`src/logic/gw_settings.svh`:
```
// Size settings for the weight loader; include wherever the feature counts or word width are needed
`ifndef GW_SETTINGS_SVH
`define GW_SETTINGS_SVH

// ====================================================================
// Word format
// ====================================================================

// Width of one weight word in the packed memory
`define GW_DATA_W      8

// ====================================================================
// Feature counts
// ====================================================================

// Layer-1 input features, also the number of weight rows
`define GW_FEAT_IN     8

// Layer-1 output features, one column memory each
`define GW_FEAT_OUT    4

// Layer-2 output features
`define GW_FEAT_FINAL  3

`endif
```
`src/logic/gw_pkg.sv`:
```
// Shared types and segment layout of the packed weight memory; compile ahead of the loader RTL
`include "gw_settings.svh"

package gw_pkg;

  // Segment lengths in words
  localparam int W1_WORDS = `GW_FEAT_IN * `GW_FEAT_OUT;
  localparam int A1_LEN   = 2 * `GW_FEAT_OUT;
  localparam int W2_WORDS = `GW_FEAT_OUT * `GW_FEAT_FINAL;
  localparam int A2_LEN   = 2 * `GW_FEAT_FINAL;

  // Segment start addresses, stored back to back
  localparam int A1_BASE     = W1_WORDS;
  localparam int W2_BASE     = A1_BASE + A1_LEN;
  localparam int A2_BASE     = W2_BASE + W2_WORDS;
  localparam int TOTAL_WORDS = A2_BASE + A2_LEN;

  // Address must also hold the end value TOTAL_WORDS
  localparam int ADDR_W = $clog2(TOTAL_WORDS + 1);
  localparam int ROW_W  = $clog2(`GW_FEAT_IN);

  typedef logic [`GW_DATA_W-1:0] word_t;
  typedef logic [ADDR_W-1:0]     addr_t;

  // Segment that the current address falls in
  typedef enum logic [2:0] {PH_W1, PH_A1, PH_W2, PH_A2, PH_DONE} phase_e;

endpackage

```
`src/logic/gat_wgt_scheduler.sv`:
```
// Weight loader top level; streams the packed weight memory into column banks and registers
`timescale 1ns/1ps
`include "gw_settings.svh"

module gat_wgt_scheduler (
  input  logic                                                 clk,
  input  logic                                                 rst_n,
  input  logic                                                 fetch_en_i,
  input  gw_pkg::word_t                                        wgt_rd_data_i,
  output gw_pkg::addr_t                                        wgt_addr_o,
  input  logic [`GW_FEAT_OUT-1:0][gw_pkg::ROW_W-1:0]           col_rd_addr_i,
  output gw_pkg::word_t [`GW_FEAT_OUT-1:0]                     col_rd_data_o,
  output gw_pkg::word_t [gw_pkg::A1_LEN-1:0]                   attn1_o,
  output gw_pkg::word_t [gw_pkg::A2_LEN-1:0]                   attn2_o,
  output gw_pkg::word_t [`GW_FEAT_FINAL-1:0][`GW_FEAT_OUT-1:0] w2_o,
  output logic                                                 ready_o
);

  logic          col_we;
  logic          a1_we;
  logic          w2_we;
  logic          a2_we;
  gw_pkg::addr_t elem_idx;

  // ====================================================================
  // Stream sequencer
  // ====================================================================

  wgt_stream_seq u_seq (
    .clk        (clk),
    .rst_n      (rst_n),
    .fetch_en_i (fetch_en_i),
    .wgt_addr_o (wgt_addr_o),
    .col_we_o   (col_we),
    .a1_we_o    (a1_we),
    .w2_we_o    (w2_we),
    .a2_we_o    (a2_we),
    .elem_idx_o (elem_idx),
    .ready_o    (ready_o)
  );

  // ====================================================================
  // Capture blocks, all fed by the returned word
  // ====================================================================

  wgt_col_banks u_col_banks (
    .clk        (clk),
    .rst_n      (rst_n),
    .we_i       (col_we),
    .elem_idx_i (elem_idx),
    .wr_data_i  (wgt_rd_data_i),
    .rd_addr_i  (col_rd_addr_i),
    .rd_data_o  (col_rd_data_o)
  );

  attn_vec_capture #(
    .LEN (gw_pkg::A1_LEN)
  ) u_attn1 (
    .clk        (clk),
    .rst_n      (rst_n),
    .we_i       (a1_we),
    .elem_idx_i (elem_idx),
    .wr_data_i  (wgt_rd_data_i),
    .vec_o      (attn1_o)
  );

  conv2_wgt_capture u_w2 (
    .clk        (clk),
    .rst_n      (rst_n),
    .we_i       (w2_we),
    .elem_idx_i (elem_idx),
    .wr_data_i  (wgt_rd_data_i),
    .w2_o       (w2_o)
  );

  attn_vec_capture #(
    .LEN (gw_pkg::A2_LEN)
  ) u_attn2 (
    .clk        (clk),
    .rst_n      (rst_n),
    .we_i       (a2_we),
    .elem_idx_i (elem_idx),
    .wr_data_i  (wgt_rd_data_i),
    .vec_o      (attn2_o)
  );

endmodule

```
`src/logic/conv2_wgt_capture.sv`:
```
// Captures layer-2 weights transposed so each output feature holds one contiguous weight vector
`timescale 1ns/1ps
`include "gw_settings.svh"

module conv2_wgt_capture (
  input  logic                                              clk,
  input  logic                                              rst_n,
  input  logic                                              we_i,
  input  gw_pkg::addr_t                                     elem_idx_i,
  input  gw_pkg::word_t                                     wr_data_i,
  output gw_pkg::word_t [`GW_FEAT_FINAL-1:0][`GW_FEAT_OUT-1:0] w2_o
);

  gw_pkg::word_t [`GW_FEAT_FINAL-1:0][`GW_FEAT_OUT-1:0] w2_q;
  gw_pkg::addr_t wr_row;
  gw_pkg::addr_t wr_col;

  // ====================================================================
  // Row and column decode
  // ====================================================================

  // Stream is row-major over FEAT_OUT rows of FEAT_FINAL columns
  assign wr_row = gw_pkg::addr_t'(elem_idx_i / `GW_FEAT_FINAL);
  assign wr_col = gw_pkg::addr_t'(elem_idx_i % `GW_FEAT_FINAL);

  // Stored as [column][row]
  always_ff @(posedge clk or negedge rst_n) begin
    if (!rst_n) begin
      w2_q <= '0;
    end else if (we_i) begin
      for (int c = 0; c < `GW_FEAT_FINAL; c++) begin
        for (int r = 0; r < `GW_FEAT_OUT; r++) begin
          if ((wr_col == c) && (wr_row == r)) begin
            w2_q[c][r] <= wr_data_i;
          end
        end
      end
    end
  end

  assign w2_o = w2_q;

endmodule

```
`src/logic/attn_vec_capture.sv`:
```
// Register file that captures one attention vector in stream order; instantiated once per layer
`timescale 1ns/1ps

module attn_vec_capture #(
  parameter int LEN = 8
) (
  input  logic                     clk,
  input  logic                     rst_n,
  input  logic                     we_i,
  input  gw_pkg::addr_t            elem_idx_i,
  input  gw_pkg::word_t            wr_data_i,
  output gw_pkg::word_t [LEN-1:0]  vec_o
);

  gw_pkg::word_t [LEN-1:0] vec_q;

  // ====================================================================
  // Slot capture
  // ====================================================================

  // Attention words arrive in vector order, so the offset is the slot
  always_ff @(posedge clk or negedge rst_n) begin
    if (!rst_n) begin
      vec_q <= '0;
    end else if (we_i) begin
      for (int i = 0; i < LEN; i++) begin
        if (elem_idx_i == i) begin
          vec_q[i] <= wr_data_i;
        end
      end
    end
  end

  assign vec_o = vec_q;

endmodule

```
`src/logic/wgt_col_banks.sv`:
```
// Layer-1 weights split into one memory per output column, each with its own read port
`timescale 1ns/1ps
`include "gw_settings.svh"

module wgt_col_banks (
  input  logic                                       clk,
  input  logic                                       rst_n,
  input  logic                                       we_i,
  input  gw_pkg::addr_t                              elem_idx_i,
  input  gw_pkg::word_t                              wr_data_i,
  input  logic [`GW_FEAT_OUT-1:0][gw_pkg::ROW_W-1:0] rd_addr_i,
  output gw_pkg::word_t [`GW_FEAT_OUT-1:0]           rd_data_o
);

  gw_pkg::addr_t             wr_row;
  gw_pkg::addr_t             wr_col;
  logic [gw_pkg::ROW_W-1:0]  wr_row_idx;

  // ====================================================================
  // Write decode
  // ====================================================================

  // Row-major stream, so consecutive words walk across the columns
  assign wr_row     = gw_pkg::addr_t'(elem_idx_i / `GW_FEAT_OUT);
  assign wr_col     = gw_pkg::addr_t'(elem_idx_i % `GW_FEAT_OUT);
  assign wr_row_idx = wr_row[gw_pkg::ROW_W-1:0];

  // ====================================================================
  // Column memories
  // ====================================================================

  for (genvar c = 0; c < `GW_FEAT_OUT; c++) begin : g_col
    gw_pkg::word_t col_mem [`GW_FEAT_IN];
    gw_pkg::word_t rd_q;
    logic          col_we;

    assign col_we = we_i && (wr_col == c);

    always_ff @(posedge clk) begin
      if (col_we) begin
        col_mem[wr_row_idx] <= wr_data_i;
      end
    end

    // One cycle read latency for the multiplier array
    always_ff @(posedge clk or negedge rst_n) begin
      if (!rst_n) begin
        rd_q <= '0;
      end else begin
        rd_q <= col_mem[rd_addr_i[c]];
      end
    end

    assign rd_data_o[c] = rd_q;
  end

endmodule

```
`src/logic/wgt_stream_seq.sv`:
```
// Address walker for the weight stream; issues one strobe per returned word to the capture blocks
`timescale 1ns/1ps

module wgt_stream_seq (
  input  logic          clk,
  input  logic          rst_n,
  input  logic          fetch_en_i,
  output gw_pkg::addr_t wgt_addr_o,
  output logic          col_we_o,
  output logic          a1_we_o,
  output logic          w2_we_o,
  output logic          a2_we_o,
  output gw_pkg::addr_t elem_idx_o,
  output logic          ready_o
);

  gw_pkg::addr_t  addr_q;
  gw_pkg::addr_t  addr_nxt;
  gw_pkg::phase_e phase_q;
  gw_pkg::phase_e phase_d;
  gw_pkg::addr_t  seg_base;
  logic           advance;

  logic           col_we_q;
  logic           a1_we_q;
  logic           w2_we_q;
  logic           a2_we_q;
  gw_pkg::addr_t  elem_idx_q;
  logic           ready_q;

  // ====================================================================
  // Address walk
  // ====================================================================

  // Enable is the only back-pressure; stop once the last word is issued
  assign advance  = fetch_en_i && (addr_q < gw_pkg::TOTAL_WORDS);
  assign addr_nxt = addr_q + 1'b1;

  // Phase switches when the next address crosses a segment base
  always_comb begin
    phase_d = phase_q;
    if (advance) begin
      case (addr_nxt)
        gw_pkg::A1_BASE:     phase_d = gw_pkg::PH_A1;
        gw_pkg::W2_BASE:     phase_d = gw_pkg::PH_W2;
        gw_pkg::A2_BASE:     phase_d = gw_pkg::PH_A2;
        gw_pkg::TOTAL_WORDS: phase_d = gw_pkg::PH_DONE;
        default:             phase_d = phase_q;
      endcase
    end
  end

  always_ff @(posedge clk or negedge rst_n) begin
    if (!rst_n) begin
      addr_q  <= '0;
      phase_q <= gw_pkg::PH_W1;
    end else begin
      if (advance) begin
        addr_q <= addr_nxt;
      end
      phase_q <= phase_d;
    end
  end

  // ====================================================================
  // Strobes, one cycle behind the issued address
  // ====================================================================

  always_comb begin
    case (phase_q)
      gw_pkg::PH_A1: seg_base = gw_pkg::addr_t'(gw_pkg::A1_BASE);
      gw_pkg::PH_W2: seg_base = gw_pkg::addr_t'(gw_pkg::W2_BASE);
      gw_pkg::PH_A2: seg_base = gw_pkg::addr_t'(gw_pkg::A2_BASE);
      default:       seg_base = '0;
    endcase
  end

  always_ff @(posedge clk or negedge rst_n) begin
    if (!rst_n) begin
      col_we_q <= 1'b0;
      a1_we_q  <= 1'b0;
      w2_we_q  <= 1'b0;
      a2_we_q  <= 1'b0;
    end else begin
      col_we_q <= advance && (phase_q == gw_pkg::PH_W1);
      a1_we_q  <= advance && (phase_q == gw_pkg::PH_A1);
      w2_we_q  <= advance && (phase_q == gw_pkg::PH_W2);
      a2_we_q  <= advance && (phase_q == gw_pkg::PH_A2);
    end
  end

  // Offset within the segment, only looked at with a strobe
  always_ff @(posedge clk) begin
    if (advance) begin
      elem_idx_q <= addr_q - seg_base;
    end
  end

  // Last attention word closes the stream, all earlier segments done by then
  always_ff @(posedge clk or negedge rst_n) begin
    if (!rst_n) begin
      ready_q <= 1'b0;
    end else if (a2_we_q && (elem_idx_q == gw_pkg::A2_LEN - 1)) begin
      ready_q <= 1'b1;
    end
  end

  assign wgt_addr_o = addr_q;
  assign col_we_o   = col_we_q;
  assign a1_we_o    = a1_we_q;
  assign w2_we_o    = w2_we_q;
  assign a2_we_o    = a2_we_q;
  assign elem_idx_o = elem_idx_q;
  assign ready_o    = ready_q;

endmodule

```
`config.mk`:
```
export PLATFORM = sky130hd
export DESIGN_NAME = gat_wgt_scheduler
export DESIGN_NICKNAME = d
export VERILOG_FILES = /design/src/logic/gw_pkg.sv /design/src/logic/gat_wgt_scheduler.sv /design/src/logic/conv2_wgt_capture.sv /design/src/logic/attn_vec_capture.sv /design/src/logic/wgt_col_banks.sv /design/src/logic/wgt_stream_seq.sv
export VERILOG_INCLUDE_DIRS = /design/src /design/src/logic
export SDC_FILE = /design/constraint.sdc
export NUM_CORES = 1
export LEC_CHECK = 0
export BUFFER_PORTS_ARGS = -buffer_cell sky130_fd_sc_hd__buf_2
export CAP_MARGIN = 20
export CORE_ASPECT_RATIO = 1.2
export CORE_UTILIZATION = 40
export CTS_BUF_LIST = sky130_fd_sc_hd__clkbuf_8
export DETAILED_ROUTE_END_ITERATION = 6
export GPL_TIMING_DRIVEN = 0
export PLACE_DENSITY_LB_ADDON = 0.25
export SETUP_SLACK_MARGIN = 0.15
export SKIP_CTS_REPAIR_TIMING = 1
export SYNTH_ARGS = -nofsm -noshare
export SYNTH_HDL_FRONTEND = slang
export SYNTH_SLANG_ARGS = --single-unit
export TNS_END_PERCENT = 20
```
`constraint.sdc`:
```
create_clock -name clk -period 14.4 [get_ports clk]
set_clock_uncertainty 0.15 [all_clocks]
set_input_delay 0.72 -clock clk [delete_from_list [all_inputs] [get_ports clk]]
set_output_delay 0.72 -clock clk [all_outputs]
set_load 0.05 [all_outputs]
```
Word-level counts from Yosys, hierarchy flattened
Memories as Yosys holds them, arrays and structs flattened. A register that Yosys moved wholly into a read port is not among the register bits. Cells that the tools add are included.

Flip-flop bits (word level): 228. Output and inout bits: 247. Memories: 4. Input port bits: 23. RAM bits: 256. Logic and storage cells: 134.

Memories: u_col_banks.g_col[0].col_mem (depth 8, width 8, rd ports 1, clocked after memory_dff 1, wr ports 1, line wgt_col_banks.sv:33) `` gw_pkg::word_t col_mem [`GW_FEAT_IN]; ``; u_col_banks.g_col[1].col_mem (depth 8, width 8, rd ports 1, clocked after memory_dff 1, wr ports 1, line wgt_col_banks.sv:33); u_col_banks.g_col[2].col_mem (depth 8, width 8, rd ports 1, clocked after memory_dff 1, wr ports 1, line wgt_col_banks.sv:33); u_col_banks.g_col[3].col_mem (depth 8, width 8, rd ports 1, clocked after memory_dff 1, wr ports 1, line wgt_col_banks.sv:33).

Mux-type cells: 10. Reductions and logical operators: 59. Add/subtract/negate cells: 2. Div/mod/pow operators: 2. Eq/ne operators: 22. Order comparisons: 1.

Operators with widths (number): 2-bit AND reduction (27); 6-bit by 2-bit divider with 32-bit output (second input constant) (1); 6-bit by 2-bit modulo with 32-bit output (second input constant) (1); 6-bit by 2-bit equality test with 1-bit output (second input constant) (5); 6-bit by 3-bit equality test with 1-bit output (second input constant) (4); 6-bit equality test (second input constant) (4); 6-bit zero test (4); 1-bit logical AND (22); 6-bit by 1-bit equality test with 1-bit output (second input constant) (3); 6-bit one-hot mux with 3 select lines (1); 3-bit one-hot mux with 4 select lines (1); 1-bit two-way mux (8); 6-bit by 1-bit adder with 6-bit output (second input constant) (1); 3-bit by 2-bit equality test with 1-bit output (second input constant) (2); 6-bit less-than comparator (second input constant) (1); 6-bit subtractor (1); 2-bit equality test (second input constant) (2); 1-bit zero test (4); 4-bit nonzero test (1); 3-bit by 1-bit equality test with 1-bit output (second input constant) (1); 3-bit zero test (1); 2-bit by 1-bit equality test with 1-bit output (second input constant) (1).

Depth between registers and ports, before layout
Gate-level depths: netlist of run 1.

Depth in word-level cells: 4. Depth in mapped cells: 24. Mapped depth without buffers: 18.

Cells and area by module
A second synthesis of run 1 with hierarchy kept.

Cells, all modules: 1142. Area, all modules: 20737.4 um^2.

Modules (own cells, without submodules): wgt_col_banks (times used 1, seq. area each 8488.1 um^2, cells an instance 449, area each 10884.2 um^2); conv2_wgt_capture (times used 1, seq. area each 2402.3 um^2, cells an instance 326, area each 4326.6 um^2); attn_vec_capture (u_attn1) (times used 1, seq. area each 1601.5 um^2, cells an instance 145, area each 2501.1 um^2); attn_vec_capture (u_attn2) (times used 1, seq. area each 1201.2 um^2, cells an instance 111, area each 1838.0 um^2); wgt_stream_seq (times used 1, seq. area each 530.5 um^2, cells an instance 111, area each 1187.4 um^2).

Worst setup path after synthesis of run 1
OpenSTA, ideal clock, no wires.

Path type: flip-flop to flip-flop. Start: reg u_seq.elem_idx_q[4] (netlist: u_seq.elem_idx_o[4]). End: reg u_w2.w2_q, in the netlist u_w2.w2_o[40]. Buffers on the path: 6. Arrival time: 5124 ps. Clock period less this slack: 5399 ps. Required time: 14125 ps. Library setup time: 125 ps. Cell stages (with the launch flop): 25. Setup slack: 9001 ps. Cell sequence: edfxtp_1 > buf_2 > clkbuf_1 > clkbuf_1 > ha_1 > nand3b_1 > a32o_1 > a21oi_4 > inv_2 > ha_1 > clkbuf_1 > nand2b_1 > and3b_1 > buf_2 > o22a_1 > clkinv_1 > ha_1 > a31oi_1 > nand3_2 > a221oi_4 > nand3_2 > o31a_1 > or3_1 > buf_6 > mux2_4.

Word-level cells in the longest chain between the ends: 4. Elaborated cells on any way between the ends: 6. Those cells by class: div: 2; eq/ne: 2; reduce/logical: 2.

RTL lines: from (decl) (line wgt_stream_seq.sv:28) `gw_pkg::addr_t elem_idx_q;`; from (signal assigned) (line wgt_stream_seq.sv:95) `elem_idx_q <= addr_q - seg_base;`; 6-bit by 2-bit modulo with 32-bit output (no source line) or 6-bit by 2-bit divider with 32-bit output (tied branches); 6-bit by 1-bit equality test with 1-bit output (line conv2_wgt_capture.sv:33) `if ((wr_col == c) && (wr_row == r)) begin`; 1-bit logical AND * (line conv2_wgt_capture.sv:33); 2-bit AND reduction (no source line) *; to (signal, indexed assignment) (line conv2_wgt_capture.sv:34) `w2_q[c][r] <= wr_data_i;`; to (decl) (line conv2_wgt_capture.sv:14) `` gw_pkg::word_t [`GW_FEAT_FINAL-1:0][`GW_FEAT_OUT-1:0] w2_q; ``.

Every way passes the cells marked *; elsewhere a longest branch is shown, timed or not. A chain may end at the register's enable or synchronous reset.

Worst setup path after layout of run 1
Start: reg u_seq.elem_idx_q[4] (netlist: u_seq.elem_idx_o[4]). End: reg u_w2.w2_q, in the netlist u_w2.w2_o[16].

Word-level cells in the longest chain between the ends: 4. Elaborated cells on any way between the ends: 6. Those cells by class: div: 2; eq/ne: 1; reduce/logical: 3.

RTL lines (line): 6-bit by 2-bit divider with 32-bit output (no source line) or 6-bit by 2-bit modulo with 32-bit output (tied branches); 6-bit by 2-bit equality test with 1-bit output or 6-bit zero test (tied branches) (conv2_wgt_capture.sv:33); 1-bit logical AND * (conv2_wgt_capture.sv:33); 2-bit AND reduction (no source line) *.

Marked as above.

==> results of run 1 <==
## flip-flops by register name, summed over array words and instances (netlist names)
name                       cells
u_attn2.vec_o                 48
u_seq.col_we_o                 1
u_seq.elem_idx_o               6
u_seq.a1_we_o                  1
u_seq.phase_q                  3
u_seq.wgt_addr_o               6
u_seq.w2_we_o                  1
u_attn1.vec_o                 64
u_col_banks.g_col.rd_q        32
u_seq.ready_o                  1
u_w2.w2_o                     96
u_col_banks.g_col.col_mem    256
u_seq.a2_we_o                  1
## kinds of logic after synthesis
logic type / synth area share (%)
compound gates: 1.70
xor+xnor: 0.563
fa+ha+maj: 0.656
buf+inv: 1.65
flops: 70.4
mux: 21.0
simple gates: 4.06
## worst max-delay path by stage
stage | to | start | slack [ns]
final | u_w2.w2_o[16] | u_seq.elem_idx_o[4] | 7.97
after global routing | u_w2.w2_o[22] | u_seq.elem_idx_o[4] | 7.52
after CTS | u_w2.w2_o[16] | u_seq.elem_idx_o[4] | 7.98
after detailed placement | u_w2.w2_o[18] | u_seq.elem_idx_o[4] | 8.00
after global placement | u_w2.w2_o[17] | rst_n | 7.73
after floorplan | u_w2.w2_o[40] | u_seq.elem_idx_o[4] | 9.00
## layout make-up
class                   count  area [um^2]  share of cell area, %
well taps                 637          797                   3.31
plain buffers              67          284                   1.18
flip-flops and latches    516        14200                   59.1
clock inverters            59          335                   1.39
inverters                  13         48.8                  0.203
multi-input cells         521         5670                   23.6
clock buffers              96         1320                   5.49
repair buffers            262         1370                   5.70
diodes                      3         7.51                 0.0312
## report_power, final
group / switching [mW] / internal [mW]
clock: 0.576 / 0.666
sequential: 0.0421 / 1.61
combinational: 0.439 / 0.210
## worst max-delay path, stage by stage (launching register included)
cell      delay, ns
edfxtp_1       0.44
buf_2          0.26
clkbuf_1       0.44
clkbuf_1       0.15
ha_1           0.26
nand3b_1       0.20
a32o_1         0.32
a21oi_4        0.18
inv_2          0.09
ha_1           0.18
clkbuf_1       0.20
nand2b_1       0.25
and3b_1        0.22
buf_2          0.16
o22a_1         0.21
clkinv_1       0.11
ha_1           0.30
a31oi_1        0.22
nand3_2        0.14
a221oi_4       0.40
nand3b_1       0.21
nor2_1         0.78
mux2_2         0.42
## cells in the final DEF (no fill, tap or decap), types with 13 or more instances in the layout
cell      Yosys  final
edfxtp_1    262    262
clkbuf_8      0     96
buf_2         8    266
clkinv_2      0     13
nor2_1       47     47
nand3_1      18     18
mux2_2      176    176
clkbuf_1     44     44
nand2_1      21     21
mux2_1       39     39
mux4_2       64     64
mux2_4       25     25
inv_1        11     40
dfrtp_1     254    254
## per-stage QoR
stage / power [mW] / instances / area [um^2] / hold WS (ns) / setup WS [ns]
floorplan: 2.15 / 1117 / 20200 / 0.274 / 9.00
global placement: 2.31 / 2011 / 22300 / 0.301 / 7.73
detailed placement: 2.33 / 2014 / 22400 / 0.313 / 8.00
CTS: 3.59 / 2169 / 24000 / -0.237 / 7.98
global route: 3.72 / 2172 / 24100 / 0.162 / 7.52
finish: 3.54 / 2174 / 24100 / 0.190 / 7.97
## per-layer routing
metal  track usage, %  part of all wire [%]
met5                0                     0
met4             8.19                   2.9
met3             3.73                   4.4
met2             33.7                    52
met1             22.6                    40
==> impl_metrics.yaml, run 1 <==
timing:
  max_freq_ghz: 0.155
  slew_headroom_pct: 26.4
  worstMarginPinSlew_ns: 1.10
  hold_violations: 0
  fin_setup_tns_ns: 0
  min_period_ns: 6.43
  rsz0062_at_grt: "false"
  period_share_pct: 44.7
  finalSetupViolCount: 0
  slew_viol_final: 0
placed_design:
  port-buffer-count: 257
  gp_congestion: 0.822
  dp_hpwl_um: 32000
floorplanning:
  initial_utilization_pct: 40.8
  rows: 89
  dieArea_um2: 51400
  die_h_um: 248
  die_width_um: 207
  io_pins: 270
  core_um2: 49600
route:
  first_iter_violations: 491
  wl_um: 47800
  viasPerCell: 5.03
  drtPass1Iterations: 5
  ant_nets: 0
  drc: 0
  vias: 10900
  routedWlPerCell_um: 22.0
yosys:
  synth_edf_count: 262
  async_flop_share_pct: 49.2
  yosys_warnings: 0
  syn_area_um2: 20200
  syn_nets: 1150
  ys_types: 69
  avgSynthCellArea_um2: 18.1
  synthTopCellsByArea: "edfxtp_1 39%, dfrtp_1 31%, mux2_2 9.8%"
  synthCells: 1117
  ys_ff_latch: 516
  synth_top_cell_area_share_pct: 38.9
  synthTopCellsByCount: "262 x edfxtp_1, 254 x dfrtp_1, 176 x mux2_2, 64 x mux4_2, 47 x nor2_1"
  synth_most_common_cell: "edfxtp_1"
  synth-main-ff-cell: "edfxtp_1"
  ys_seq_area_share_pct: 70.4
  synth_top_area_cell: "edfxtp_1"
clock_tree:
  htree_levels: 3
  cts_tree: "yes"
  cts_buffer_depth: 3
  insertion_delay_ns: 0.65
  cts_made_buffers: 85
  path_clk_slew_ns: 0.06
  root_buffer: "clkbuf_8"
  cts_sinks: 516
worst_setup_path:
  endpoint_kind: "flop"
  crit_arrival_ns: 6.81
  crit_fanout: 10
  reg2reg_slack_ns: 7.97
  r2r_end: "u_w2.w2_o[16]"
  path_class: "flop to flop"
  r2r_cells: 22
  start_kind: "flop"
  r2r-start: "u_seq.elem_idx_o[4]"
  crit_required_ns: 14.77
min_path:
  worstHoldPathType: "primary input to flop"
  min_to: "u_seq.wgt_addr_o[3]"
  hold_depth: 2
  hp-start: "fetch_en_i"
run_status:
  status: "finished clean"
layout:
  layout-drive-gt1-share_pct: 44.1
  fin_util_pct: 48.6
  syn_to_final_growth_pct: 19.0
  n_fill_cell: 4212
  fin_nets: 1499
global_routing:
  antenna_found_initial: 1
  first_global_vias: 11600
  grt_max_degree: 112
  grt_usage_pct: 19.0
  grt_overflow_total: 0
  grt_first_pass_wirelength_um: 72500
pwr:
  p_leak_nw: 10.1
  irDropWorstVdd_v: 0.0000821
  powerDensity_nw_per_um2: 147
flow_run:
  maxCapViolCount: 0
Power figures use the tool's default switching activity.
==> run 2: changes to the inputs <==
==> constraint.sdc (replaced) <==
create_clock -name clk -period 6.24 [get_ports clk]
set_clock_uncertainty 0.15 [all_clocks]
set_input_delay 0.312 -clock clk [delete_from_list [all_inputs] [get_ports clk]]
set_output_delay 0.312 -clock clk [all_outputs]
set_load 0.05 [all_outputs]
==> run 2 against run 1 <==
  * Sequential power is 130% higher
  * Hold slack got worse by 0.15 ns
  * Power increased by 130%
  * Critical endpoint is now u_w2.w2_o[15]
  * Largest power group unchanged
==> impl_metrics.yaml, run 2 (synthesized netlist as in run 1, its figures left out) <==
layout:
  multiInputGateArea_um2: 5700
  final_cell_mix: "265 x buf_2, 262 x edfxtp_1, 254 x dfrtp_1"
  fin_nets: 1508
  largest_reg_flops: 256
  layout-drive-gt1-share_pct: 44.7
  syn_to_final_growth_pct: 19.6
  final_cells: 2183
  regArea_um2: 14200
  n_fill_cell: 4210
  top_register: "u_col_banks.g_col.col_mem"
  final_common_cell: "buf_2"
pwr:
  p_leak_nw: 10.2
  irDropWorstVdd_v: 0.000192
  p_total_mw: 8.24
  powerDensity_nw_per_um2: 341
route:
  drtPass1Iterations: 5
  vias: 11000
  routedWlPerCell_um: 22.0
  wl_um: 48000
  drc: 0
  first_iter_violations: 457
  ant_nets: 0
  viasPerCell: 5.02
clock_tree:
  htree_levels: 3
  cts_tree: "yes"
  path_clk_slew_ns: 0.06
  cts_made_buffers: 85
  cts_sinks: 516
  root_buffer: "clkbuf_8"
  cts_buffer_depth: 3
  insertion_delay_ns: 0.65
timing:
  hold_violations: 0
  finalSetupViolCount: 0
  finalWorstSetupSlack_ns: 0.408
  max_freq_ghz: 0.171
  period_share_pct: 93.5
  fin_setup_tns_ns: 0
  slew_viol_final: 0
  whs_ns: 0.0361
  slew_headroom_pct: 28.0
  worstMarginPinSlew_ns: 1.07
  rsz0062_at_grt: "false"
  min_period_ns: 5.83
worst_setup_path:
  cp_slowest_stage_delay_ns: 0.43
  crit_arrival_ns: 6.21
  path_cells: "clkbuf_4 -> clkbuf_4 -> clkbuf_1 -> ha_1 -> nand3b_1 -> a32o_2 -> a21oi_4 -> inv_2 -> ha_1 -> clkbuf_2 -> nand2b_4 -> and3b_1 -> buf_2 -> o22a_1 -> clkinv_1 -> ha_2 -> a31oi_2 -> nand3_2 -> a221oi_4 -> nand3b_1 -> a21boi_4 -> or3_1 -> buf_4 -> mux2_4"
  start_kind: "flop"
  reg2reg_slack_ns: 0.41
  path_class: "flop to flop"
  crit_end: "u_w2.w2_o[15]"
  endpoint_kind: "flop"
  r2r-start: "u_seq.elem_idx_o[4]"
  crit_required_ns: 6.62
  crit_fanout: 10
  r2r_end: "u_w2.w2_o[15]"
  r2r_cells: 24
  cp-startpoint: "u_seq.elem_idx_o[4]"
  critPathSlowestCell: "edfxtp_1"
flow_run:
  maxCapViolCount: 0
global_routing:
  grt_max_degree: 112
  grt_overflow_total: 0
  grt_first_pass_wirelength_um: 72500
  antenna_found_initial: 1
  grt_usage_pct: 19.0
  first_global_vias: 11600
floorplanning:
  dieArea_um2: 51400
  die_h_um: 248
  initial_utilization_pct: 40.8
  core_um2: 49600
  rows: 89
  io_pins: 270
  die_width_um: 207
placed_design:
  post-place-ws_ns: -0.163
  dp_cells: 2014
  gp_congestion: 0.822
  dp_hpwl_um: 32000
  port-buffer-count: 257
min_path:
  hp-start: "col_rd_addr_i[8]"
  worstHoldPathType: "primary input to flop"
run_status:
  status: "finished clean"
==> run 2: changes by cell type in the layout (fill, tap and decap cells not counted), moves of 2 or more <==
cell,before,now
nor2_2,2,4
buf_4,4,10
clkbuf_1,44,42
dlygate4sd3_1,1,4
clkbuf_4,0,2
nor2_1,47,45
==> run 2: where the power goes <==
part / total, mW / internal (mW) / switching, mW
Combinational: 1.56 / 0.529 / 1.03
Sequential: 3.81 / 3.71 / 0.0965
Clock: 2.87 / 1.54 / 1.33
Total: 8.24 / 5.78 / 2.46
==> run 2: worst min path at each step <==
stage,endpoint,slack (ns),depth (start not counted)
floorplan,u_attn1.vec_o[0],-0.13,0
global placement,u_seq.ready_o,0.30,1
detailed placement,u_col_banks.g_col[1].rd_q[5],0.07,1
CTS,u_col_banks.g_col[0].rd_q[2],-0.64,1
global route,u_col_banks.g_col[2].rd_q[0],0.04,2
finish,u_col_banks.g_col[2].rd_q[1],0.04,2
==> run 2: cell type report <==
type	instances	share of cell area (%)
Antenna cell	3	0.0311
Tap cell	637	3.30
Clock buffer	96	5.47
Multi-Input combinational cell	521	23.6
Buffer	67	1.21
Sequential cell	516	58.9
Inverter	13	0.202
Timing Repair Buffer	271	5.98
Clock inverter	59	1.39
==> run 2: critical path: cells and delay by family, from the launching register on <==
family,cells,cell delay [ns]
adders and majority gates,3,0.74
DFF,1,0.43
muxes,1,0.30
and+or+nand+nor,6,1.32
AOI/OAI and AO/OA,6,1.45
buffers and inverters,8,1.30
==> run 2: metal layers <==
layer,wire [um],vias to the layer above,GRT usage [%],share of wire [%]
met3,2110,72,3.73,4.4
met2,25200,295,33.7,52
met1,19300,5640,22.6,40
li1,-,4956,-,-
met5,0,-,0,0
met4,1390,0,8.19,2.9
==> run 2: per-stage QoR <==
stage | area, um^2 | util (%)
6_report | 24200 | 48.8
5_1_grt | 24200 | 48.8
4_1_cts | 24000 | 48.5
3_5_place_dp | 22400 | 45.2
3_3_place_gp | 22300 | 45.0
2_1_floorplan | 20200 | -
